[src/include/cache_consts.svh]
// Cache geometry, address field widths, LRU age width and counter width
`ifndef CACHE_CONSTS_SVH
`define CACHE_CONSTS_SVH

// Associativity of the data cache
`define D_WAYS 8

// Associativity of the instruction cache
`define I_WAYS 4

// Index width, 16 sets per cache
`define SET_BITS 4

// Byte offset inside a line, not used for lookup
`define OFFSET_BITS 6

// Upper address bits left over for the tag
`define TAG_BITS 22

// LRU age, wide enough for the larger cache
`define AGE_BITS 3

// Hit and miss counters
`define CNT_BITS 16

`endif

[src/cache_line_pkg.sv]
// MESI state enum plus tag and LRU age types for one cache line
`default_nettype none

`include "cache_consts.svh"

package cache_line_pkg;

    // Line coherence state
    typedef enum logic [1:0] {
        // Invalid, holds nothing
        ST_I = 2'd0,
        // Shared, clean and possibly in other caches
        ST_S = 2'd1,
        // Exclusive, clean and only here
        ST_E = 2'd2,
        // Modified, dirty and only here
        ST_M = 2'd3
    } mesi_e;

    // Tag field of a line
    typedef logic [`TAG_BITS-1:0] tag_t;

    // LRU age, 0 is the most recently used way
    typedef logic [`AGE_BITS-1:0] age_t;

endpackage : cache_line_pkg

`default_nettype wire

[src/way_select.sv]
// Hit detection and victim choice across the ways of one set
`timescale 1ns/1ps
`default_nettype none

module way_select #(
    parameter int WAYS = 8
) (
    input  wire  cache_line_pkg::tag_t              tag_i,
    input  wire  cache_line_pkg::tag_t  [WAYS-1:0]  set_tag_i,
    input  wire  cache_line_pkg::mesi_e [WAYS-1:0]  set_state_i,
    input  wire  cache_line_pkg::age_t  [WAYS-1:0]  set_age_i,
    output logic                                    hit_o,
    output logic [$clog2(WAYS)-1:0]                 hit_way_o,
    output logic [$clog2(WAYS)-1:0]                 victim_way_o
);
    import cache_line_pkg::*;

    localparam int WAY_BITS = $clog2(WAYS);

    // Per-way match vector, one bit per way
    logic [WAYS-1:0] match;

    // Invalid ways are preferred over eviction
    logic                any_invalid;
    logic [WAY_BITS-1:0] invalid_way;
    logic [WAY_BITS-1:0] oldest_way;

    // Tag compare, an invalid line never hits
    always_comb begin
        for (int w = 0; w < WAYS; w++) begin
            match[w] = (set_tag_i[w] == tag_i) && (set_state_i[w] != ST_I);
        end
    end

    // At most one way holds a given tag
    always_comb begin
        hit_o     = 1'b0;
        hit_way_o = '0;
        for (int w = 0; w < WAYS; w++) begin
            if (match[w]) begin
                hit_o     = 1'b1;
                hit_way_o = WAY_BITS'(w);
            end
        end
    end

    // Walk downward so the lowest invalid way is kept
    always_comb begin
        any_invalid = 1'b0;
        invalid_way = '0;
        for (int w = WAYS - 1; w >= 0; w--) begin
            if (set_state_i[w] == ST_I) begin
                any_invalid = 1'b1;
                invalid_way = WAY_BITS'(w);
            end
        end
    end

    // Ages form a permutation, so exactly one way is the oldest
    always_comb begin
        oldest_way = '0;
        for (int w = 0; w < WAYS; w++) begin
            if (set_age_i[w] == age_t'(WAYS - 1)) begin
                oldest_way = WAY_BITS'(w);
            end
        end
    end

    // Victim used by the fill on a miss
    assign victim_way_o = any_invalid ? invalid_way : oldest_way;

endmodule : way_select

`default_nettype wire

[config.mk]
export PLATFORM = sky130hd
export DESIGN_NAME = way_select
export DESIGN_NICKNAME = d
export VERILOG_FILES = /design/src/cache_line_pkg.sv /design/src/way_select.sv
export VERILOG_INCLUDE_DIRS = /design/src /design/src/include
export SDC_FILE = /design/constraint.sdc
export NUM_CORES = 1
export LEC_CHECK = 0
export BUFFER_PORTS_ARGS = -buffer_cell sky130_fd_sc_hd__buf_2
export CELL_PAD_IN_SITES_DETAIL_PLACEMENT = 1
export CELL_PAD_IN_SITES_GLOBAL_PLACEMENT = 1
export CORE_ASPECT_RATIO = 0.7
export CORE_MARGIN = 5
export CORE_UTILIZATION = 25
export DETAILED_ROUTE_END_ITERATION = 6
export PLACE_DENSITY = 0.87
export RECOVER_POWER = 50
export SETUP_SLACK_MARGIN = 0.02
export SKIP_LAST_GASP = 1
export SLEW_MARGIN = 20
export SYNTH_ARGS = -nofsm -noshare
export SYNTH_HDL_FRONTEND = slang
export SYNTH_SLANG_ARGS = --single-unit
[constraint.sdc]
create_clock -name vclk -period 3.7
set_input_delay 0 -clock vclk [all_inputs]
set_output_delay 0 -clock vclk [all_outputs]
set_load 0.02 [all_outputs]
# Word level (Yosys, flattened, before mapping)

Cells that the tools add are included.

Bits in registers: 0
Bits of input ports: 238
Output and inout bits: 7
Logic and storage cells: 78

Equality and inequality tests: 15
Multiplexer cells: 39
Reductions and logical operators: 24

Operators by type and width:

| operator           | number |
|---|---|
| $eq 22x22->1       | 8 |
| $mux 3             | 21 |
| $eq 3x3->1 const B | 7 |
| $mux 1             | 18 |
| $logic_not 2->1    | 8 |
| $reduce_bool 2->1  | 8 |
| $logic_and 1x1->1  | 8 |

# Depth between registers and ports, before layout

Depth after elaboration: 10
Gate-level depth with buffers: 8
Mapped depth without buffers: 7

# Least setup slack after synthesis

No wires, ideal clock.

Path kind: input -> output
Start point: input port tag_i[2]
End point: output port hit_way_o[0]
Arrival: 1.460 ns
Required time: 3.700 ns
Setup slack: 2.240 ns
Stages on the path: 8
Buffers on the path: 1
Path through: buf_4 -> xor2_1 -> nor4_2 -> nand2_1 -> nor4_2 -> o21bai_1 -> a21oi_1 -> o21ai_1

Longest elaborated chain between the ends: 9
Elaborated cells on any way between the ends: 21
Those cells by class: eq/ne: 7; mux: 7; reduce/logical: 7

Ends and longest elaborated chain:

| element              | line             | RTL |
|---|---|---|
| start, declared      | way_select.sv:8  | `input wire cache_line_pkg::tag_t tag_i,` |
| $eq 22x22->1         | way_select.sv:31 | `match[w] = (set_tag_i[w] == tag_i) && (set_state_i[w] != ST_I);` |
| $logic_and 1x1->1    | way_select.sv:31 |  |
| $mux 1               | way_select.sv:40 | `if (match[w]) begin` |
| $mux 3 (5 in series) | way_select.sv:40 |  |
| $mux 3 *             | way_select.sv:40 |  |
| end, declared        | way_select.sv:13 | `output logic [$clog2(WAYS)-1:0] hit_way_o,` |

Every way passes the cells marked *; elsewhere a longest branch is shown, timed or not.

# Final worst setup path

Start point: input port tag_i[4]
End point: output port hit_way_o[2]

Longest elaborated chain between the ends: 7
Elaborated cells on any way between the ends: 15
Those cells by class: eq/ne: 5; mux: 5; reduce/logical: 5

Ends and longest elaborated chain:

| element              | line |
|---|---|
| $eq 22x22->1         | way_select.sv:31 |
| $logic_and 1x1->1    | way_select.sv:31 |
| $mux 3 (4 in series) | way_select.sv:40 |
| $mux 3 *             | way_select.sv:40 |

Marks and branches as above.

==> flow_metrics.env <==
export IMPL_required_ps=3700
export IMPL_synth_warnings=0
export IMPL_cellLeakagePower_nw=1.669
export IMPL_grt_first_pass_wirelength_um=20070
export IMPL_period_minus_slack_ps=1959
export IMPL_place_hpwl_um=12170
export IMPL_max_slew_worst_pin_slew_ps=600.8
export IMPL_met1_track_demand_over_resource_pct=26.76
export IMPL_final_layout_size_suffix_gt1_share_pct=46.12
export IMPL_grt_busiest_layer="met2"
export IMPL_floorplan_rows=29
export IMPL_finalHoldViolations=0
export IMPL_clock_fmax_mhz=510.4
export IMPL_finalWeightedCongestion=0.9076
export IMPL_totalNegativeSetupSlack_ps=0
export IMPL_routed_wirelength_um=13540
export IMPL_global_route_overflow=0
export IMPL_grt_max_degree=9
export IMPL_worstPathArrival_ps=1960
export IMPL_grt_pass1_vias=3572
export IMPL_setup_violations_final=0
export IMPL_numSequentialCells=0
export IMPL_status="finished clean"
export IMPL_drt_iter0_drc=91
export IMPL_synth_cell_types=29
export IMPL_drt_antenna_violating_nets=0
export IMPL_post_synth_top_area_fraction_pct=35.92
export IMPL_synth_most_common_cell="sky130_fd_sc_hd__xor2_1"
export IMPL_layout_cell_area_non_filler_um2=3557
export IMPL_finalNetCount=769
export IMPL_power_ir_vdd_worst_mv=0.06559
export IMPL_routed_wire_length_per_instance_um=20.74
export IMPL_core_area_um2=9107
export IMPL_area_growth_pct=51.95
export IMPL_crit_path_max_fanout=8
export IMPL_drt_first_pass_iters=4
export IMPL_fp_dieArea_um2=11430
export IMPL_initial_utilization_pct=25.70
export IMPL_grt_antenna_before_repair=0
export IMPL_synth_top_cells_by_area="sky130_fd_sc_hd__xor2_1, sky130_fd_sc_hd__xnor2_1, sky130_fd_sc_hd__nor4_1"
export IMPL_multiInputGateArea_um2=2187
export IMPL_grt_met2_usage_pct=39.99
export IMPL_boundaryPins=245
export IMPL_post_synth_most_frequent_cells="sky130_fd_sc_hd__xor2_1, sky130_fd_sc_hd__xnor2_1, sky130_fd_sc_hd__nor4_1, sky130_fd_sc_hd__nand4_1, sky130_fd_sc_hd__buf_2"
export IMPL_synth_avg_cell_area_um2=7.576
export IMPL_timing_hold_worst_class="input port to output pin"
export IMPL_timing_critical_path_from_type="input port"
export IMPL_grt_setup_unrepaired="false"
export IMPL_detail_route_drc_violations=0
export IMPL_grtUsageTotal_pct=22.26
export IMPL_crit_type="input port to output pin"
export IMPL_antenna_cells_inserted=0
export IMPL_dr_total_vias=3158
export IMPL_synthesis_nets=547
export IMPL_number_of_maximum_capacitance_violations=0
export IMPL_die_w_um=125.7
export IMPL_worstSetupEndpointType="output pin"
export IMPL_post_synth_top_area_cell="sky130_fd_sc_hd__xor2_1"
export IMPL_maxSlewViolCount=0
export IMPL_timing_final_crit_share_pct=52.95
export IMPL_seq_total_area_yosys_pct=0
export IMPL_post_drt_via_cell_ratio=4.836
export IMPL_area_occupied_by_registers_um2=0
export IMPL_dpl_cell_area_um2=3561
export IMPL_post_cts_resized_instances=0
export IMPL_met3_usage_pct=6.334
export IMPL_clock_buffers=0
export IMPL_max_slew_margin_rel_pct=59.58
export IMPL_cts_hold_repair_buffers=0
export IMPL_post_cts_setup_buffers=0
export IMPL_fillers=1225
export IMPL_netlist_area_um2=2341
export IMPL_buffer_ports_inserted=242
export IMPL_synth_cells=309
export IMPL_power_density_nw_per_um2=117.0
export IMPL_die_y_um=90.96
final timing paths:
path,from,to,slack (ps),cells after the start
setup / recovery,tag_i[4],hit_way_o[2],1740,9
hold / removal,set_state_i[0],victim_way_o[0],490,4
critical path, cell delays in order:
cell                      delay (ps)
sky130_fd_sc_hd__buf_2           300
sky130_fd_sc_hd__xor2_1          120
sky130_fd_sc_hd__nor4_1          440
sky130_fd_sc_hd__nand2_1         180
sky130_fd_sc_hd__nor4_1          390
sky130_fd_sc_hd__or2_1           200
sky130_fd_sc_hd__inv_1            70
sky130_fd_sc_hd__nand2_1          90
sky130_fd_sc_hd__buf_2           170
cell usage in the layout (no fill, tap or decap), types with 2 or more instances in the layout:
master / count
sky130_fd_sc_hd__nand4_1: 23
sky130_fd_sc_hd__nor3_1: 6
sky130_fd_sc_hd__clkbuf_1: 3
sky130_fd_sc_hd__xnor2_1: 79
sky130_fd_sc_hd__nor4_2: 2
sky130_fd_sc_hd__o22ai_1: 3
sky130_fd_sc_hd__xor2_1: 96
sky130_fd_sc_hd__nand2_1: 11
sky130_fd_sc_hd__nor4_1: 27
sky130_fd_sc_hd__inv_1: 2
sky130_fd_sc_hd__o21ai_0: 2
sky130_fd_sc_hd__o21ai_1: 2
sky130_fd_sc_hd__nor2_1: 11
sky130_fd_sc_hd__nand3_1: 10
sky130_fd_sc_hd__buf_2: 239
cell families (layout without fill, tap and decap cells):
logic type / count (synthesis) / count (layout) / share of synthesized area, %
compound gates: 15 / 15 / 4.437
xor+xnor: 176 / 176 / 66.17
buf+inv: 24 / 244 / 6.574
simple gates: 94 / 94 / 22.82
metal layers:
layer | vias to the layer above | part of all wire (%)
met4 | 0 | 1.9
li1 | 1492 | -
met3 | 22 | 9.8
met2 | 181 | 49
met1 | 1463 | 39
met5 | - | 0
report_power, final:
| group | internal, W | total [W] | switching (W) | leakage [nW] |
|---|---|---|---|---|
| Clock | 0 | 0 | 0 | 0 |
| Combinational | 0.000207 | 0.000416 | 0.000210 | 1.67 |
| Sequential | 0 | 0 | 0 | 0 |
| Total | 0.000207 | 0.000416 | 0.000210 | 1.67 |
area by class of cell:
type               instances  share of cell area (%)
inverters                  2                  0.2110
multi-input cells        285                   61.48
well taps                124                   4.362
repair buffers           242                   33.94
stage by stage:
step           hold WS (ps)  utilization (%)  worst slack [ps]   power, W  std cells
6_report              494.4            39.06              1741  0.0004163        653
5_1_grt               535.3            39.06              1532  0.0004535        653
3_3_place_gp          412.7            39.10              1823  0.0004009        653
4_1_cts               425.1            39.10              1686  0.0004206        653
3_5_place_dp          421.0            39.10              1694  0.0004186        653
2_1_floorplan         260.4                -              2240  0.0002270        309
Power figures use the tool's default switching activity.
