`src/include/cache_consts.svh`:
```
// Cache geometry, address field widths, LRU age width and counter width
`ifndef CACHE_CONSTS_SVH
`define CACHE_CONSTS_SVH

// Associativity of the data cache
`define D_WAYS 8

// Associativity of the instruction cache
`define I_WAYS 4

// Index width, 16 sets per cache
`define SET_BITS 4

// Byte offset inside a line, not used for lookup
`define OFFSET_BITS 6

// Upper address bits left over for the tag
`define TAG_BITS 22

// LRU age, wide enough for the larger cache
`define AGE_BITS 3

// Hit and miss counters
`define CNT_BITS 16

`endif

```
`src/cache_line_pkg.sv`:
```
// MESI state enum plus tag and LRU age types for one cache line
`default_nettype none

`include "cache_consts.svh"

package cache_line_pkg;

    // Line coherence state
    typedef enum logic [1:0] {
        // Invalid, holds nothing
        ST_I = 2'd0,
        // Shared, clean and possibly in other caches
        ST_S = 2'd1,
        // Exclusive, clean and only here
        ST_E = 2'd2,
        // Modified, dirty and only here
        ST_M = 2'd3
    } mesi_e;

    // Tag field of a line
    typedef logic [`TAG_BITS-1:0] tag_t;

    // LRU age, 0 is the most recently used way
    typedef logic [`AGE_BITS-1:0] age_t;

endpackage : cache_line_pkg

`default_nettype wire

```
`src/cache_array.sv`:
```
// Set storage of one cache with registered read, write, clear and bypass
`timescale 1ns/1ps
`default_nettype none

`include "cache_consts.svh"

module cache_array #(
    parameter int WAYS = 8
) (
    input  wire                                  clk,
    input  wire                                  rst_n_i,
    input  wire                                  rd_en_i,
    input  wire  [`SET_BITS-1:0]                 rd_idx_i,
    input  wire                                  wr_en_i,
    input  wire  [`SET_BITS-1:0]                 wr_idx_i,
    input  wire  cache_line_pkg::tag_t  [WAYS-1:0] wr_tag_i,
    input  wire  cache_line_pkg::mesi_e [WAYS-1:0] wr_state_i,
    input  wire  cache_line_pkg::age_t  [WAYS-1:0] wr_age_i,
    input  wire                                  clr_i,
    output cache_line_pkg::tag_t  [WAYS-1:0]     rd_tag_o,
    output cache_line_pkg::mesi_e [WAYS-1:0]     rd_state_o,
    output cache_line_pkg::age_t  [WAYS-1:0]     rd_age_o
);
    import cache_line_pkg::*;

    localparam int SETS = 1 << `SET_BITS;

    // One entry per set, all ways side by side
    tag_t  [WAYS-1:0] tag_mem   [SETS];
    mesi_e [WAYS-1:0] state_mem [SETS];
    age_t  [WAYS-1:0] age_mem   [SETS];

    // Pattern after reset or clear
    age_t  [WAYS-1:0] init_age;
    mesi_e [WAYS-1:0] init_state;

    // Read data after forwarding
    tag_t  [WAYS-1:0] fwd_tag;
    mesi_e [WAYS-1:0] fwd_state;
    age_t  [WAYS-1:0] fwd_age;
    logic             wr_match;

    always_comb begin
        for (int w = 0; w < WAYS; w++) begin
            // Age equals way number, so ages start as a permutation
            init_age[w]   = age_t'(w);
            init_state[w] = ST_I;
        end
    end

    // Tags keep their content, the state alone marks a line empty
    always_ff @(posedge clk) begin
        if (wr_en_i) begin
            tag_mem[wr_idx_i] <= wr_tag_i;
        end
    end

    always_ff @(posedge clk) begin
        if (!rst_n_i || clr_i) begin
            for (int s = 0; s < SETS; s++) begin
                state_mem[s] <= init_state;
                age_mem[s]   <= init_age;
            end
        end else if (wr_en_i) begin
            state_mem[wr_idx_i] <= wr_state_i;
            age_mem[wr_idx_i]   <= wr_age_i;
        end
    end

    // A write in the same cycle wins over the stored set
    assign wr_match = wr_en_i && (wr_idx_i == rd_idx_i);

    always_comb begin
        fwd_tag   = wr_match ? wr_tag_i : tag_mem[rd_idx_i];
        fwd_state = state_mem[rd_idx_i];
        fwd_age   = age_mem[rd_idx_i];
        if (clr_i) begin
            // Clear hits every index
            fwd_state = init_state;
            fwd_age   = init_age;
        end else if (wr_match) begin
            fwd_state = wr_state_i;
            fwd_age   = wr_age_i;
        end
    end

    always_ff @(posedge clk) begin
        if (rd_en_i) begin
            rd_tag_o   <= fwd_tag;
            rd_state_o <= fwd_state;
            rd_age_o   <= fwd_age;
        end
    end

endmodule : cache_array

`default_nettype wire

```
`config.mk`:
```
export PLATFORM = sky130hd
export DESIGN_NAME = cache_array
export DESIGN_NICKNAME = d
export VERILOG_FILES = /design/src/cache_line_pkg.sv /design/src/cache_array.sv
export VERILOG_INCLUDE_DIRS = /design/src /design/src/include
export SDC_FILE = /design/constraint.sdc
export NUM_CORES = 2
export LEC_CHECK = 0
export BUFFER_PORTS_ARGS = -buffer_cell sky130_fd_sc_hd__buf_2
export CORE_ASPECT_RATIO = 1.75
export CORE_MARGIN = 2
export CORE_UTILIZATION = 40
export DETAILED_ROUTE_END_ITERATION = 10
export SLEW_MARGIN = 20
export SYNTH_ARGS = -nofsm -noshare
export SYNTH_HDL_FRONTEND = slang
export SYNTH_SLANG_ARGS = --single-unit
export TNS_END_PERCENT = 100
```
`constraint.sdc`:
```
create_clock -name clk -period 21.6 [get_ports clk]
set_input_delay 4.32 -clock clk [delete_from_list [all_inputs] [get_ports clk]]
set_output_delay 4.32 -clock clk [all_outputs]
set_load 0.1 [all_outputs]
```
---- After elaboration in Yosys (flattened, before gate mapping) ----
Memory sizes are Yosys's and may differ from the RTL's. A register that Yosys moved wholly into a read port is not among the register bits.
Cells that the tools add are included.
cells by class
  muxes and demuxes ....................... 14
  equality and inequality tests ........... 1
  reduce and logical (&&, ||, !) cells .... 5
operator list
  kind                 number
  $mux W24             2
  $mux W16             2
  $reduce_or A24 Y1    1
  $reduce_or A16 Y1    1
  $mux W1              8
  $mux W4              2
  $eq A4 B4 Y1         1
  $logic_and A1 B1 Y1  1
  $logic_not A1 Y1     1
  $logic_or A1 B1 Y1   1
storage, ports and cells
  memories kept ........................... 3
  bits in registers ....................... 40
  logic and storage cells ................. 39
  RAM bits ................................ 3,456
memory list
  memory     words  bits a word  rd ports  clocked after Yosys merged registers in  wr ports  RTL line           source
  tag_mem    16     176          1         1                                        1         cache_array.sv:29  tag_t [WAYS-1:0] tag_mem [SETS];
  age_mem    16     24           1         0                                        16        cache_array.sv:31  age_t [WAYS-1:0] age_mem [SETS];
  state_mem  16     16           1         0                                        16        cache_array.sv:30  mesi_e [WAYS-1:0] state_mem [SETS];

---- Longest topological paths before layout ----
  depth in word-level cells ............... 6
  gate-level depth with buffers ........... 9
  gate-level depth less buffers ........... 4

---- Worst setup path after synthesis ----
No wires, ideal clock.
  path kind ............................... input to register
  start ................................... input port wr_en_i
  end ..................................... memory age_mem[4][0] (netlist name), enable pin
  arrival ................................. 18.324 ns
  data required time ...................... 21.199 ns
  setup slack ............................. 2.875 ns
  buffers on the path ..................... 1
  library setup time ...................... 0.401 ns
  stages on the path ...................... 4
  cell sequence ........................... clkbuf_1 > nand3b_1 > nor3_1 > nand2b_1
RTL lines
  what         RTL line           source
  from (decl)  cache_array.sv:14  input wire wr_en_i,
  to (decl)    cache_array.sv:31

==> flow_summary.toml <==
[timing]
rsz0062_at_grt = "no"
period_share_pct = 45.46
finalSetupViolCount = 0
tns_ns = 0
max_freq_ghz = 0.1019
drv_slew = 0
fin_ws_ns = 11.78
layout_min_cycle_time_ns = 9.818
relSlewSlack_pct = 16.03
hold_violations = 0
final.setup_skew_ns = 0.03763
max_slew.worst_pin.slew_ns = 1.260

[route]
first_iter_violations = 6410
first_pass_iters = 5
via_per_inst = 5.689
vias = 68550
wl_mm = 374.7
drc = 0
avgRoutedWirePerCell_um = 31.09
ant_nets = 0

[clock_network]
postCtsSetupBuffers = 0
cts_hold_buf = 0
root_buffer = "clkbuf_16"
insertion_delay_ns = 0.89
cts_resized = 0
clk_pin_slew_worst_paths_ns = 0.06
ctsLongestPathBuffers = 4
cts_buffers = 339
cts_tree = "done"
cts.htree.levels = 5
tritoncts_num_sinks = 3672

[critical_path]
critPathCaptureType = "flip-flop"
arrival_ns = 10.45
max_stage_delay_ns = 0.87
cp_slowest_cell = "buf_4"
path_common_cell = "buf_4"
critPathLaunchType = "primary input"
crit_chain = "buf_12 -> buf_4 -> buf_4 -> buf_4 -> buf_4 -> buf_4 -> mux4_2 -> mux2i_1 -> mux2i_1 -> mux2_2"
required_ns = 22.23
crit_type = "primary input to flip-flop"
cp_max_fo = 72

[power_and_ir_drop]
p_total_mw = 15.21
ir_drop_v = 0.00006601
p_per_area_nw_per_um2 = 93.14
p_leak_nw = 53.20

[placed_design]
dp_slack_ns = 10.61
gp_congestion = 0.7423
port-buffer-count = 444
dp_hpwl_mm = 194.7

[floorplanning]
io_pins = 445
die_h_um = 799.0
fp-row-count = 292
design.core.area_um2 = 360200
die_area_um2 = 366200
die_width_um = 458.3
initial_utilization_pct = 40.10

[run_status]
outcome = "completed"

[cells_and_area]
nets = 7288
drive_gt1_share_pct = 30.28
n_fill_cell = 30190
area_delta_synth_final_pct = 13.05

[synth]
synth_compound_area_share_pct = 0.7223
synthCells = 6521
async_flop_share_pct = 0
synthXorXnorAreaFrac_pct = 0.02425
synth_fp_nets = 6750
syn_area_um2 = 144500
ys_seq_area_share_pct = 76.33
synth_edf_count = 3672
synth_cell_types = 29
synthAdderAreaFrac_pct = 0
ys_warn_count = 0
ys_ff_latch = 3672
synth_top_family_by_area = "multiplexers"
synthMuxAreaShare_pct = 18.35
synth_ff_type = "edfxtp_1"
yosys.area_share.simple_pct = 3.246
synth.avg_cell_area_um2 = 22.15

[min_path]
hold_path_class = "flip-flop to flip-flop"

[grt]
grt_pass1_vias = 73030
globalRoute.totalOverflow = 0
antenna_found_initial = 91
grtUsageTotal_pct = 20.19
grt_max_degree = 92
grt_pass1_wl_mm = 533.9

[run]
drv_cap = 0
kinds of logic after synthesis:
group	count (synthesis)
AND/OR/NAND/NOR	767
XOR/XNOR	4
flip-flops	3672
AO/OA/AOI/OAI	145
buffers and inverters	423
multiplexers	1510
worst max-delay path: cells and delay by family:
kind / cells / cell delay [ns]
multiplexers: 4 / 1.17
buffers and inverters: 6 / 4.63
layer usage:
metal / routed length (µm) / vias up / GRT usage (%)
met3: 21370 / 586 / 3.178
met2: 194700 / 2208 / 35.65
met1: 148900 / 37590 / 25.91
met4: 9436 / 42 / 5.318
li1: - / 28130 / -
met5: 271 / - / 0
final timing paths:
path / start / end / slack (ns) / cells after the start
worst max-delay path: rd_idx_i[0] / rd_tag_o[71] / 11.78 / 10
worst min-delay path: state_mem[5][10] / rd_state_o[10] / 0.94 / 4
worst max register to register: tag_mem[10][57] / rd_tag_o[57] / 19.64 / 3
worst min register to register: state_mem[5][10] / rd_state_o[10] / 0.94 / 4
report_power, final:
group	internal, mW	switching [mW]	leakage, nW	total [mW]
Clock	3.31	2.65	5.23	5.96
Combinational	0.353	0.767	13.8	1.12
Sequential	8.07	0.0633	34.2	8.13
synthesized netlist by cell type (7+ instances only):
library cell | n | area (µm²)
nor2_1 | 63 | 236.5
edfxtp_1 | 3672 | 110300
o21ai_1 | 40 | 200.2
nand2b_1 | 92 | 575.6
buf_6 | 7 | 78.83
a22o_1 | 80 | 700.7
buf_1 | 39 | 146.4
mux4_2 | 893 | 20110
nand4b_1 | 29 | 254.0
o21ai_0 | 12 | 60.06
a31oi_1 | 12 | 75.07
or3_1 | 109 | 681.9
nor3_1 | 11 | 55.05
clkbuf_1 | 228 | 855.8
mux2i_1 | 441 | 4414
mux2_2 | 176 | 1982
buf_4 | 39 | 292.8
and2_1 | 423 | 2646
buf_2 | 109 | 545.5
and3_1 | 28 | 175.2
flip-flops by register name (all words and copies together) (netlist names):
register / count
tag_mem: 2816
age_mem: 384
state_mem: 256
rd_tag_o: 176
rd_age_o: 24
rd_state_o: 16
per-stage QoR:
stage	hold WS, ns	area, µm²	util [%]	instances
floorplan	0.8508	144500	-	6521
global placement	0.9070	152500	42.32	11420
detailed placement	0.9177	152500	42.33	11420
CTS	0.9362	163200	45.31	12020
global route	0.9856	163300	45.32	12020
finish	0.9391	163300	45.34	12050
final cells by class:
class                           count  area [µm²]  share of cell area (%)
Multi-Input combinational cell   2426       32620                   19.97
Inverter                            1       11.26                0.006895
Timing Repair Buffer              619        3707                   2.270
Sequential cell                  3672      110300                   67.51
Tap cell                         4704        5886                   3.604
Antenna cell                       35       87.58                 0.05363
Clock buffer                      394        8732                   5.347
Clock inverter                    200        2016                   1.234
layout by cell type (no fill, tap or decap), drive strengths merged:
cell / Yosys / routed
clkbuf: 228 / 394
clkinvlp: 0 / 19
nand3b: 2 / 2
nor3: 11 / 11
nand2: 4 / 4
a22o: 80 / 80
a31oi: 12 / 12
and3: 28 / 28
diode: 0 / 35
mux4: 893 / 893
a21o: 1 / 1
bufinv: 0 / 33
clkinv: 0 / 132
or3: 109 / 109
edfxtp: 3672 / 3672
buf: 194 / 619
nand3: 2 / 2
inv: 1 / 17
nand2b: 92 / 92
nand4: 1 / 1
and2: 423 / 423
mux2: 176 / 176
o21ai: 52 / 52
xor2: 3 / 3
nor2: 63 / 63
nor2b: 3 / 3
nand4b: 29 / 29
mux2i: 441 / 441
xnor2: 1 / 1
Power figures use the tool's default switching activity.
