## src/include/cache_consts.svh

```systemverilog
// Cache geometry, address field widths, LRU age width and counter width
`ifndef CACHE_CONSTS_SVH
`define CACHE_CONSTS_SVH

// Associativity of the data cache
`define D_WAYS 8

// Associativity of the instruction cache
`define I_WAYS 4

// Index width, 16 sets per cache
`define SET_BITS 4

// Byte offset inside a line, not used for lookup
`define OFFSET_BITS 6

// Upper address bits left over for the tag
`define TAG_BITS 22

// LRU age, wide enough for the larger cache
`define AGE_BITS 3

// Hit and miss counters
`define CNT_BITS 16

`endif

```

## src/cache_cmd_pkg.sv

```systemverilog
// Command opcode enum for the cache tag subsystem
`default_nettype none

package cache_cmd_pkg;

    // Opcodes as they arrive from the bus
    typedef enum logic [3:0] {
        // Data read from the core
        OP_DREAD  = 4'd0,
        // Data write from the core
        OP_DWRITE = 4'd1,
        // Instruction fetch, served by the I side only
        OP_IFETCH = 4'd2,
        // Invalidate request from L2
        OP_INVAL  = 4'd3,
        // Read snooped from another cache
        OP_SNOOP  = 4'd4,
        // Reset every line in both caches
        OP_CLEAR  = 4'd8
    } cache_op_e;

endpackage : cache_cmd_pkg

`default_nettype wire

```

## src/cache_line_pkg.sv

```systemverilog
// MESI state enum plus tag and LRU age types for one cache line
`default_nettype none

`include "cache_consts.svh"

package cache_line_pkg;

    // Line coherence state
    typedef enum logic [1:0] {
        // Invalid, holds nothing
        ST_I = 2'd0,
        // Shared, clean and possibly in other caches
        ST_S = 2'd1,
        // Exclusive, clean and only here
        ST_E = 2'd2,
        // Modified, dirty and only here
        ST_M = 2'd3
    } mesi_e;

    // Tag field of a line
    typedef logic [`TAG_BITS-1:0] tag_t;

    // LRU age, 0 is the most recently used way
    typedef logic [`AGE_BITS-1:0] age_t;

endpackage : cache_line_pkg

`default_nettype wire

```

## src/line_update.sv

```systemverilog
// Next MESI state, LRU aging and result flags for one command on one set
`timescale 1ns/1ps
`default_nettype none

module line_update #(
    parameter int WAYS = 8
) (
    input  wire  cache_cmd_pkg::cache_op_e          op_i,
    input  wire  cache_line_pkg::tag_t              tag_i,
    input  wire                                     shared_i,
    input  wire                                     hit_i,
    input  wire  [$clog2(WAYS)-1:0]                 hit_way_i,
    input  wire  [$clog2(WAYS)-1:0]                 victim_way_i,
    input  wire  cache_line_pkg::tag_t  [WAYS-1:0]  set_tag_i,
    input  wire  cache_line_pkg::mesi_e [WAYS-1:0]  set_state_i,
    input  wire  cache_line_pkg::age_t  [WAYS-1:0]  set_age_i,
    output cache_line_pkg::tag_t  [WAYS-1:0]        new_tag_o,
    output cache_line_pkg::mesi_e [WAYS-1:0]        new_state_o,
    output cache_line_pkg::age_t  [WAYS-1:0]        new_age_o,
    output logic [$clog2(WAYS)-1:0]                 way_o,
    output cache_line_pkg::mesi_e                   state_o,
    output logic                                    writeback_o
);
    import cache_cmd_pkg::*;
    import cache_line_pkg::*;

    // Accessed way and whether it moves to the front of the LRU order
    logic [$clog2(WAYS)-1:0] sel_way;
    logic                    touch;
    age_t                    old_age;

    always_comb begin
        new_tag_o   = set_tag_i;
        new_state_o = set_state_i;
        sel_way     = '0;
        touch       = 1'b0;
        writeback_o = 1'b0;
        case (op_i)
            OP_DREAD, OP_IFETCH, OP_DWRITE: begin
                touch = 1'b1;
                if (hit_i) begin
                    sel_way = hit_way_i;
                    // Reads keep the state and a write dirties the line
                    if (op_i == OP_DWRITE) begin
                        new_state_o[hit_way_i] = ST_M;
                    end
                end else begin
                    sel_way = victim_way_i;
                    // Evicting a dirty line needs a write-back
                    writeback_o = (set_state_i[victim_way_i] == ST_M);
                    new_tag_o[victim_way_i] = tag_i;
                    if (op_i == OP_DWRITE) begin
                        new_state_o[victim_way_i] = ST_M;
                    end else if (shared_i) begin
                        new_state_o[victim_way_i] = ST_S;
                    end else begin
                        new_state_o[victim_way_i] = ST_E;
                    end
                end
            end
            OP_INVAL: begin
                if (hit_i) begin
                    sel_way = hit_way_i;
                    new_state_o[hit_way_i] = ST_I;
                end
            end
            OP_SNOOP: begin
                if (hit_i) begin
                    sel_way = hit_way_i;
                    // Owner supplies its dirty copy and drops to S
                    writeback_o = (set_state_i[hit_way_i] == ST_M);
                    new_state_o[hit_way_i] = ST_S;
                end
            end
            OP_CLEAR: begin
                for (int w = 0; w < WAYS; w++) begin
                    new_state_o[w] = ST_I;
                end
            end
            default: begin
                // Unknown opcodes leave the set alone
            end
        endcase
    end

    // Ways younger than the accessed one age by one
    assign old_age = set_age_i[sel_way];

    always_comb begin
        new_age_o = set_age_i;
        if (op_i == OP_CLEAR) begin
            for (int w = 0; w < WAYS; w++) begin
                new_age_o[w] = age_t'(w);
            end
        end else if (touch) begin
            for (int w = 0; w < WAYS; w++) begin
                if (set_age_i[w] < old_age) begin
                    new_age_o[w] = set_age_i[w] + 1'b1;
                end
            end
            new_age_o[sel_way] = '0;
        end
    end

    assign way_o   = sel_way;
    assign state_o = new_state_o[sel_way];

endmodule : line_update

`default_nettype wire

```

## config.mk

```make
export PLATFORM = sky130hd
export DESIGN_NAME = line_update
export DESIGN_NICKNAME = d
export VERILOG_FILES = /design/src/cache_cmd_pkg.sv /design/src/cache_line_pkg.sv /design/src/line_update.sv
export VERILOG_INCLUDE_DIRS = /design/src /design/src/include
export SDC_FILE = /design/constraint.sdc
export NUM_CORES = 1
export LEC_CHECK = 0
export ABC_AREA = 1
export BUFFER_PORTS_ARGS = -buffer_cell sky130_fd_sc_hd__buf_2
export CAP_MARGIN = 20
export CORE_AREA = 2 2 181 183
export DETAILED_ROUTE_END_ITERATION = 8
export DIE_AREA = 0 0 183 185
export MAX_ROUTING_LAYER = met4
export SLEW_MARGIN = 5
export SYNTH_ARGS = -nofsm -noshare
export SYNTH_HDL_FRONTEND = slang
export SYNTH_SLANG_ARGS = --single-unit
```

## constraint.sdc

```tcl
create_clock -name vclk -period 8.6
set_input_delay 2.15 -clock vclk [all_inputs]
set_output_delay 2.15 -clock vclk [all_outputs]
set_load 0.01 [all_outputs]
```

Yosys cells after proc, flatten, opt, wreduce, memory -nomap -nowiden
Cells that the tools add are included.

Bits in registers: 0. Logic and storage cells: 109. Output and inout bits: 222.

Eq/ne operators: 7. $add $sub $neg: 8. Multiplexer cells: 59. Magnitude comparators: 14. Reduce and logical (&&, ||, !) cells: 6. Bitwise gates (word level): 15.

Operators by type and width (count): $mux W176 (2); $bwmux W176 (1); $mux W16 (6); $mux W3 (28); $demux W22 S3 (1); $pmux W16 S4 (1); $mux W24 (2); $or A16 B16 Y16 (2); $add A3 B1 Y3 const B (8); $and A24 B24 Y24 (1); $and A8 B8 Y8 (3); $lt A3 B3 Y1 (8); $not A24 Y24 (1); $not A8 Y8 (3); $or A8 B8 Y8 (3); $mux W22 (1); $bmux W2 S3 (3); $and A16 B16 Y16 (1); $not A16 Y16 (1); $demux W2 S3 (2); $lt A3 B4 Y1 const B (3); $mux W2 (5); $bmux W3 S3 (1); $demux W3 S3 (1); 13 further kinds (21).

Depth between registers and ports, before layout
Gate-level depths: netlist (run 1).

Depth in word-level cells: 12. Gate-level depth with buffers: 21.

Worst setup path after synthesis (run 1)
Ideal clock, no wire load.

Path type: input-to-output. Start point: input port hit_i. End point: output port new_age_o[10] (netlist name). Stages: 20. Data arrival time: 4.636 ns. Path buffers: 2. Setup slack: 1.814 ns. Cell sequence: buf_2 -> nor2_2 -> nand3_4 -> nand2_4 -> nand2_4 -> buf_4 -> inv_1 -> nor2_1 -> inv_1 -> nor2_1 -> a211oi_1 -> o211ai_1 -> ha_1 -> o21ai_2 -> inv_1 -> nand2_2 -> nand2_1 -> nand2_1 -> nand2_1 -> o21bai_1.

RTL lines: start, declared (line line_update.sv:11) `input wire hit_i,`; end, declared (line line_update.sv:19) `output cache_line_pkg::age_t [WAYS-1:0] new_age_o,`.

==> metrics.md, run 1 <==
| Metric | Value |
|---|---|
| Layout cells sized above 1 | 0.3684 |
| Largest net degree at the start of global routing | 45 |
| Core footprint | 32040 um^2 |
| Fin. max-slew vios | 0 |
| Pre-CTS setup slack | around 0.74 ns |
| Leakage | 4.419 nW |
| Finished Cell Area | between 7000 and 8000 um^2 |
| Number of remaining DRC errors | 0 |
| Type of the worst min-delay path | input pin to output port |
| Metal1 wirelength | between 15 and 20 mm |
| Hold Crit Start | set_tag_i[72] |
| Final hold vios | 0 |
| Final worst path period share | 0.9070 |
| # nets final | around 1700 |
| Syn-to-layout area delta | 57.99% |
| Sequential cell area | 0 um^2 |
| Vias per std cell | 4.764 |
| IO Pins | approximately 470 |
| Post-synthesis cell type count | between 40 and 50 |
| Sequential share of the synthesized area | 0 |
| Routability congestion estimate | approximately 0.97 |
| Status | completed |
| Most common cell after layout, fill and taps aside | buf_2 |
| Layout clock buffer count | 0 |
| WL final | 38.59 mm |
| Starting density of the core | 0.1525 |
| Initial antenna violation count | 19 |
| Vias in the first global route | approximately 8100 |
| Slew @ Worst Pin | just over 0.8 ns |
| Synthesized area | a little under 5000 um^2 |
| Worst Hold End | new_tag_o[72] |
| Met2 WL post-DR | 17.32 mm |
| Vias | between 8000 and 9000 |
| Data required, critical path | ~6.5 ns |
| DP Area | around 7700 um^2 |
| Maximum vdd drop | roughly 0.000026 V |
| Setup TNS | 0 ns |
| Worst Setup End Kind | output port |
| Power Dens Cells | around 57 nW/um^2 |
| Most frequent cells in the layout | 472 x buf_2, 240 x nand2_1, 154 x nor2_1 |
| Mean Syn Cell Area | about 4.8 um^2 |
| Syn Inst Count | between 1000 and 1500 |
| Unrepaired setup endpoints after global routing | no |
| Max Cap Viol | 0 |
| WP data arrival | 5.65 ns |
| Mapped Nets | between 1000 and 1500 |
| Synth warn | 0 |
| PostCTS Resize Cnt | 0 |
| Total Routing Usage GR | 0.2153 |
| Setup ws final | 0.7998 ns |
| Drt wl/cell | between 20 and 25 um |
| Detailed placement HPWL | 33.68 mm |
| Overflow after GRT | 0 |
| DRT iter0 DRCs | ~560 |
| Port buffer count | ~470 |
| CP Class | input pin to output port |
| Worst Path Max Fanout | 18 |
| Setup violators final | 0 |
| Max-slew headroom | 0.4563 |
| Die ar. | approximately 34000 um^2 |
| Crit. Startpoint | op_i[0] |
| Die width | 183 um |
| Post-CTS Setup Repair Bufs | 0 |
| CP Launch Type | input pin |
| Core Rows | 66 |
| Top sig layer | met4 |
| First-pass GRT wire length | ~53 mm |
| Number of sequential cells | 0 |
| Post-CTS Hold Buffers | 0 |
| Router iterations before antenna repair | 5 |
| WHS Path Cells | 4 |
| Fmax | 128.2 MHz |
| Final ANT Viol Nets | 0 |
| Fin crit period | approximately 7.8 ns |
| Vert. Die Dim | approximately 190 um |
| Wire length on met3 | 4.306 mm |
[final cells by class]
| type | count | area (um^2) |
|---|---|---|
| Inverter | 121 | 454.2 |
| Tap cell | 408 | 510.5 |
| Timing Repair Buffer | 485 | 2485 |
| Antenna cell | 18 | 45.04 |
| Fill cell | 3857 | 24320 |
| Multi-Input combinational cell | 849 | 4223 |
[cells in the mapped netlist (2+ instances only)]
library cell	count	area share
a21o_1	3	0.0046
a21oi_1	119	0.12
a221oi_1	3	0.0054
a22oi_1	7	0.011
a31oi_1	2	0.0026
a32o_1	5	0.010
buf_2	6	0.0061
buf_4	2	0.0031
buf_6	3	0.0069
clkbuf_1	45	0.035
ha_1	16	0.041
inv_1	114	0.088
inv_2	7	0.0054
nand2_1	240	0.18
nand2_2	13	0.017
nand2_4	8	0.018
nand3_1	54	0.055
nand3_2	5	0.010
nand3_4	2	0.0072
nand4_1	9	0.012
nor2_1	158	0.12
nor2_2	3	0.0038
nor3_1	6	0.0061
o211ai_1	4	0.0061
o21ai_0	144	0.15
o21ai_1	9	0.0092
o21ai_2	4	0.0072
o21bai_1	3	0.0046
o22ai_1	14	0.018
o31ai_1	4	0.0061
xnor2_1	2	0.0036
xor2_1	3	0.0054
[metal layers]
metal  GRT usage  up-vias
met5           -        -
met4     0.05024        0
met3     0.06980       49
met2      0.3352      448
met1      0.2703     4176
li1            -     4288
[where the power goes]
group	total, W	internal, W	leakage, nW	switching [W]
logic	0.000444	0.000164	4.42	0.000280
clock network	0.000000000282	0.000000000282	0.000114	0
registers	0	0	0	0
[metrics by stage]
step	instances	utilization	hold slack [ns]	power, W
after floorplan	1026	-	4.426	0.0002288
after global placement	1863	0.2395	4.590	0.0004398
after detailed placement	1863	0.2395	4.595	0.0004416
after CTS	1863	0.2395	4.597	0.0004434
after global routing	1878	0.2406	4.608	0.0004888
final	1881	0.2409	4.594	0.0004437
[cell families (layout without fill, tap and decap cells)]
logic type                 after synthesis  in the layout  synth area share
other                                    0             18                 0
adders and majority gates               16             16           0.04098
AOI/OAI and AO/OA                      326            326            0.3627
xor gates and xnor gates                 5              5          0.008967
buffers and inverters                  177            606            0.1437
and+or+nand+nor                        502            502            0.4436
[critical path, cell delays in order]
cell and delay (ns):
buf_2 0.15, nor2_2 0.15, nand3_2 0.29, nand2_2 0.34, nand2_4 0.18, inv_1 0.18, nor2_1 0.14, a221oi_1 0.49
o211ai_1 0.47, ha_1 0.42, nand2_1 0.07, inv_1 0.04, nand2_2 0.07, nand2_2 0.08, o21ai_1 0.14, nand3_1 0.08
nand2_1 0.07, buf_2 0.14
[how the worst max path moves through the flow]
stage / end / slack (ns)
floorplan: new_age_o[10] / 1.81
global placement: new_age_o[22] / 0.79
detailed placement: new_age_o[22] / 0.74
CTS: new_age_o[22] / 0.72
global route: new_age_o[10] / 0.38
finish: new_age_o[21] / 0.80
Power figures use the tool's default switching activity.
==> run 2: changes to the inputs <==
==> constraint.sdc (replaced) <==
create_clock -name vclk -period 8.6
set_input_delay 0.86 -clock vclk [all_inputs]
set_output_delay 0.86 -clock vclk [all_outputs]
set_load 0.01 [all_outputs]
==> metrics.md, run 2 (synthesis results as in run 1) <==
| Metric | Value |
|---|---|
| Status | completed |
| Final ANT Viol Nets | 0 (unchanged) |
| Vias per std cell | 4.835 (+1.5%) |
| Core footprint | 32040 um^2 (unchanged) |
| Maximum vdd drop | 0.00002446 V (-6.1%) |
| Fin. max-slew vios | 0 (unchanged) |
| Number of sequential cells | 0 (unchanged) |
| Hold Crit Start | set_tag_i[70] |
| Setup violators final | 0 (unchanged) |
| Fillers | 3820 (-0.96%) |
| PostCTS Resize Cnt | 0 (unchanged) |
| Most frequent cells in the layout | 472 x buf_2, 240 x nand2_1, 154 x nor2_1 |
| IO Pins | 472 (unchanged) |
| Max Cap Viol | 0 (unchanged) |
| GR peak layer | met2 |
| Vert. Die Dim | 185 um (unchanged) |
| CP Launch Type | input pin |
| Max-slew headroom | 0.2828 (-0.1734) |
| Vias in the first global route | 8032 (-0.97%) |
| Layout clock buffer count | 0 (unchanged) |
| Number of remaining DRC errors | 0 (unchanged) |
| Fin crit period | 5.866 ns (-1.934 ns) |
| Unrepaired setup endpoints after global routing | no |
| Type of the worst min-delay path | input pin to output port |
| First-pass GRT wire length | 53.25 mm (-0.37%) |
| Die width | 183 um (unchanged) |
| Routability congestion estimate | 0.9684 (about the same) |
| Worst Setup End Kind | output port |
| WL final | 38.62 mm (about the same) |
| Fmax | 170.5 MHz (+33%) |
| Vias | 9095 (+1.5%) |
| Layout cells sized above 1 | 0.3658 (-0.002615) |
| Sequential cell area | 0 um^2 (unchanged) |
| Power Dens Cells | 57.81 nW/um^2 (+0.55%) |
| Syn-to-layout area delta | 56.86% |
| WHS Path Cells | 4 (unchanged) |
| Die ar. | 33860 um^2 (unchanged) |
| GRT met3 Usage | 0.08671 (+0.01691) |
| Post-CTS Hold Buffers | 0 (unchanged) |
| Slew @ Worst Pin | 1.073 ns (+0.2586 ns) |
| Most common cell after layout, fill and taps aside | buf_2 |
| Worst Hold End | new_tag_o[70] |
| Final hold vios | 0 (unchanged) |
| Post-CTS Setup Repair Bufs | 0 (unchanged) |
| Data required, critical path | 7.74 ns (+1.29 ns) |
| Starting density of the core | 0.1525 (unchanged) |
| GR Util met1 | 0.2615 (-0.008757) |
| Final worst path period share | 0.6821 (-0.2249) |
| Leakage | 4.381 nW (-0.87%) |
| Overflow after GRT | 0 (unchanged) |
| DRT iter0 DRCs | 614 (+9.4%) |
| Router iterations before antenna repair | 5 (unchanged) |
| Core Rows | 66 (unchanged) |
| Largest net degree at the start of global routing | 45 (unchanged) |
| Met2 Use GR | 0.3365 (+0.001364) |
| # nets final | 1717 (-0.35%) |
| Final core occ | 0.2391 (-0.001718) |
| Multi-input logic area | 4223 um^2 (unchanged) |
| Drt wl/cell | 20.53 um (about the same) |
| Detailed placement HPWL | 33.22 mm (-1.4%) |
| Initial antenna violation count | 25 (+6) |
| Worst Path Max Fanout | 42 (+24) |
| WP data arrival | 5.01 ns (-0.64 ns) |
| Total Routing Usage GR | 0.2151 (about the same) |
| CP Class | input pin to output port |
| Setup TNS | 0 ns (unchanged) |
| Port buffer count | 472 (unchanged) |
[run 2: changes by cell type in the layout (fill, tap and decap cells not counted)]
cell     before  now
buf_12        2    0
buf_4        11    7
diode_2      18   24
[run 2: power breakdown]
group | internal, W | switching, W
Sequential | 0 | 0
Clock | 0.000000000375 | 0
Combinational | 0.000163 | 0.000280
[run 2: final cells by class]
cell class / count / area share
diodes: 24 / 0.007838
repair buffers: 479 / 0.3152
multi-input cells: 849 / 0.5511
inverters: 121 / 0.05928
well taps: 408 / 0.06662
[run 2: through the flow]
step	setup slack, ns	cell area [um^2]	hold WS, ns	power [W]	instances
after floorplan	4.394	4885	1.846	0.0002288	1026
after global placement	2.736	7602	2.009	0.0004379	1857
after detailed placement	2.786	7602	2.014	0.0004391	1857
after CTS	2.758	7602	2.014	0.0004411	1857
after global routing	2.501	7660	2.025	0.0004872	1880
final	2.734	7662	2.012	0.0004429	1881
[run 2: worst max-delay path, cell delays in order]
cell and delay, ns:
buf_2 0.12, nor2_4 0.30, nand2_4 0.22, inv_2 0.65
nand2_1 0.21, nand2_4 0.14, nor2_1 0.06, inv_1 0.13
nor2_1 0.13, a221oi_1 0.52, o211ai_1 0.50, ha_1 0.44
nand2_1 0.07, inv_1 0.04, nand2_2 0.07, nand2_2 0.07
nand2_1 0.06, nand3_1 0.06, o21bai_1 0.19, buf_2 0.16
[run 2: worst max path at each step]
stage	from	end	slack [ns]
after global routing	op_i[3]	new_age_o[15]	2.50
after global placement	op_i[3]	new_age_o[22]	2.74
after floorplan	hit_i	new_age_o[10]	4.39
after detailed placement	op_i[3]	new_age_o[22]	2.79
after CTS	op_i[3]	new_age_o[22]	2.76
final	op_i[3]	new_age_o[22]	2.73
[run 2: metal layers]
| metal | wire, um | vias to the layer above |
|---|---|---|
| met1 | 15340 | 4233 |
| met5 | 0 | - |
| met4 | 777 | 0 |
| met3 | 5221 | 41 |
| li1 | - | 4281 |
| met2 | 17270 | 540 |
==> run 3: changes to the inputs <==
--- a/config.mk
+++ b/config.mk
@@ -6,12 +6,12 @@
 export SDC_FILE = /design/constraint.sdc
 export NUM_CORES = 1
 export LEC_CHECK = 0
-export ABC_AREA = 1
+export ABC_AREA = 0
 export BUFFER_PORTS_ARGS = -buffer_cell sky130_fd_sc_hd__buf_2
 export CAP_MARGIN = 20
-export CORE_AREA = 2 2 181 183
+export CORE_AREA = 2 2 185 187
 export DETAILED_ROUTE_END_ITERATION = 8
-export DIE_AREA = 0 0 183 185
+export DIE_AREA = 0 0 187 189
 export MAX_ROUTING_LAYER = met4
 export SLEW_MARGIN = 5
 export SYNTH_ARGS = -nofsm -noshare
==> constraint.sdc (replaced) <==
create_clock -name vclk -period 5.6
set_input_delay 0.56 -clock vclk [all_inputs]
set_output_delay 0.56 -clock vclk [all_outputs]
set_load 0.01 [all_outputs]
==> metrics.md, run 3 <==
| Metric | Value |
|---|---|
| Power share of the combinational group | 1.000 (about the same) |
| CP Class | input pin to output port |
| Status | completed |
| Detailed placement HPWL | 35.46 mm (+6.8%) |
| Router iterations before antenna repair | 5 (unchanged) |
| Port buffer count | 472 (unchanged) |
| Syn-to-layout area delta | 54.52% |
| Unrepaired setup endpoints after global routing | no |
| CP delay by family, top | compound AO/OA/AOI/OAI gates |
| Mean Syn Cell Area | 7.513 um^2 (+58%) |
| Final hold vios | 0 (unchanged) |
| Data required, critical path | 5.04 ns (-2.70 ns) |
| Starting density of the core | 0.1542 (+0.001726) |
| CP Launch Type | input pin |
| Crit-path cells | buf_2, a2111oi_4, a22oi_2, nor3_1, nand2_1, nor2_1, a21oi_1, o2111ai_1, buf_4, ha_1, a21oi_2, o21ai_0, a221o_1, buf_2 |
| Slowest cell on the critical path | a2111oi_4 |
| Switching Fraction | 0.5868 (-0.04565) |
| WL final | 41.31 mm (+7.0%) |
| IO Pins | 472 (unchanged) |
| Max-slew headroom | 0.3381 (+0.05525) |
| Most numerous cell in the Yosys netlist | mux2_2 |
| Die ar. | 35340 um^2 (+4.4%) |
| Sequential share of the synthesized area | 0 (unchanged) |
| DRT iter0 DRCs | 525 (-14%) |
| CP dominant cell by count | buf_2 |
| Worst Hold End | new_tag_o[94] |
| WHS Path Cells | 3 (-1) |
| Worst Setup End Kind | output port |
| Number of remaining DRC errors | 0 (unchanged) |
| Vias in the first global route | 7361 (-8.4%) |
| Final core occ | 0.2382 (-0.0009020) |
| Maximum vdd drop | 0.00003738 V (+53%) |
| Yosys top cell by area | mux2_2 |
| Fin. max-slew vios | 0 (unchanged) |
| Vias | 7803 (-14%) |
| Power share of the clock group | 0 (unchanged) |
| Worst Path Max Fanout | 27 (-36%) |
| Number of sequential cells | 0 (unchanged) |
| # nets final | 1382 (-20%) |
| Type of the worst min-delay path | input pin to output port |
| Layout cells sized above 1 | 0.6284 (+0.2626) |
| Fillers | 3740 (-2.1%) |
| Core Rows | 67 (+1.5%) |
| Fmax | 208.7 MHz |
| Int Power | 0.0002843 W (+75%) |
| Leakage | 3.649 nW (-17%) |
| Power Dens Cells | 86.78 nW/um^2 (+50%) |
| Most common cell after layout, fill and taps aside | buf_2 |
| Syn Inst Count | 683 (-33%) |
| Final ANT Viol Nets | 0 (unchanged) |
| Core footprint | 33280 um^2 (+3.9%) |
| WP data arrival | 4.23 ns (-0.78 ns) |
| Total Routing Usage GR | 0.2240 (+0.008900) |
| Setup violators final | 0 (unchanged) |
| Vert. Die Dim | 189 um (+2.2%) |
| Final worst path period share | 0.8555 |
| Multi-input logic area | 4865 um^2 (+15%) |
| Post-synthesis cell type count | 77 (+88%) |
| Synth top area cells | mux2_2 40%, a21oi_1 4.7%, nand2_1 4.7% |
| Overflow after GRT | 0 (unchanged) |
| Setup TNS | 0 ns (unchanged) |
| Die width | 187 um (+2.2%) |
| Fin crit period | 4.791 ns |
| Mapped Nets | 949 (-27%) |
| Initial antenna violation count | 8 (-68%) |
| Largest net degree at the start of global routing | 28 (-38%) |
| Max stage delay on crit path | 0.79 ns (+0.14 ns) |
| PostCTS Resize Cnt | 0 (unchanged) |
| Post-CTS Hold Buffers | 0 (unchanged) |
| Crit path depth | 14 (-30%) |
| Slew @ Worst Pin | 0.9905 ns (-0.08268 ns) |
| Worst path buffer plus inverter count | 3 (-2) |
| P_sw | 0.0004037 W (+44%) |
| Post-CTS Setup Repair Bufs | 0 (unchanged) |
| Vias per std cell | 4.970 (+2.8%) |
| Finished Cell Area | 7929 um^2 (+3.5%) |
| Top cells by count, synth | 182 x mux2_2, 64 x nand2_1, 48 x a21oi_1 |
| Sequential group share of total power | 0 (unchanged) |
| Post-synth top area share | 0.3994 (+0.2150) |
| DP Area | 7909 um^2 (+4.0%) |
| Most frequent cells in the layout | 472 x buf_2, 182 x mux2_2, 63 x nand2_1 |
| Routability congestion estimate | 1.005 (+3.8%) |
| First-pass GRT wire length | 56.22 mm (+5.6%) |
| Max Cap Viol | 0 (unchanged) |
| Synthesized area | 5131 um^2 (+5.0%) |
| Hold Crit Start | set_tag_i[94] |
| Sequential cell area | 0 um^2 (unchanged) |
| Synth warn | 0 (unchanged) |
| Drt wl/cell | 26.31 um (+28%) |
| Layout clock buffer count | 0 (unchanged) |
==> run 3: changes by cell type after synthesis, sizes merged, moves of 8 or more <==
cell | previous run | this run
nand3 | 61 | 14
clkbuf | 45 | 26
nor2b | 0 | 8
nand3b | 1 | 10
buf | 11 | 24
nor2 | 162 | 40
mux2i | 0 | 12
nand2 | 261 | 65
mux2 | 0 | 182
inv | 121 | 11
o21ai | 157 | 47
a21oi | 119 | 52
==> run 3: how the worst max path moves through the flow <==
stage / startpoint / endpoint / slack [ns]
after floorplan: op_i[0] / new_age_o[17] / 1.85
after global routing: hit_i / new_age_o[19] / 0.55
after detailed placement: hit_i / new_age_o[19] / 0.86
final: hit_i / new_age_o[19] / 0.81
after CTS: hit_i / new_age_o[19] / 0.84
after global placement: hit_i / new_age_o[19] / 1.01
==> run 3: power by group through the flow <==
stage,clock [W],combinational (W),sequential [W]
floorplan,0,0.000349,0
global placement,0,0.000680,0
detailed placement,0,0.000683,0
CTS,0,0.000687,0
global route,0.000000000144,0.000739,0
finish,0.000000000194,0.000688,0
==> run 3: stage by stage <==
stage | power [W] | setup WS (ns) | hold WS, ns | instances
2_1_floorplan | 0.0003490 | 1.854 | 1.209 | 683
5_1_grt | 0.0007392 | 0.5451 | 1.437 | 1568
6_report | 0.0006881 | 0.8093 | 1.429 | 1570
3_3_place_gp | 0.0006802 | 1.012 | 1.430 | 1562
3_5_place_dp | 0.0006833 | 0.8597 | 1.429 | 1562
4_1_cts | 0.0006874 | 0.8415 | 1.431 | 1562
==> run 3: logic make-up (layout without fill, tap and decap cells) <==
logic type	after synthesis	count (layout)	synth area share
AO/OA/AOI/OAI	202	202	0.2707
multiplexers	194	194	0.4228
AND/OR/NAND/NOR	198	198	0.1922
adder cells (fa/ha/maj)	23	23	0.05389
buffers and inverters	64	495	0.05706
XOR/XNOR	2	2	0.003414
other	0	8	0
==> run 3: per-layer routing <==
layer,routed length [um],up-vias,track usage,part of all wire
li1,-,3507,-,-
met1,16410,3758,0.2670,0.40
met2,20370,514,0.3875,0.49
met3,4049,24,0.06172,0.098
met4,485,0,0.02503,0.012
met5,0,-,-,0
==> run 3: final cells by class <==
| cell class | count | area share |
|---|---|---|
| Antenna cell | 8 | 0.002525 |
| Timing Repair Buffer | 481 | 0.3065 |
| Inverter | 14 | 0.006786 |
| Tap cell | 448 | 0.07070 |
| Multi-Input combinational cell | 619 | 0.6135 |
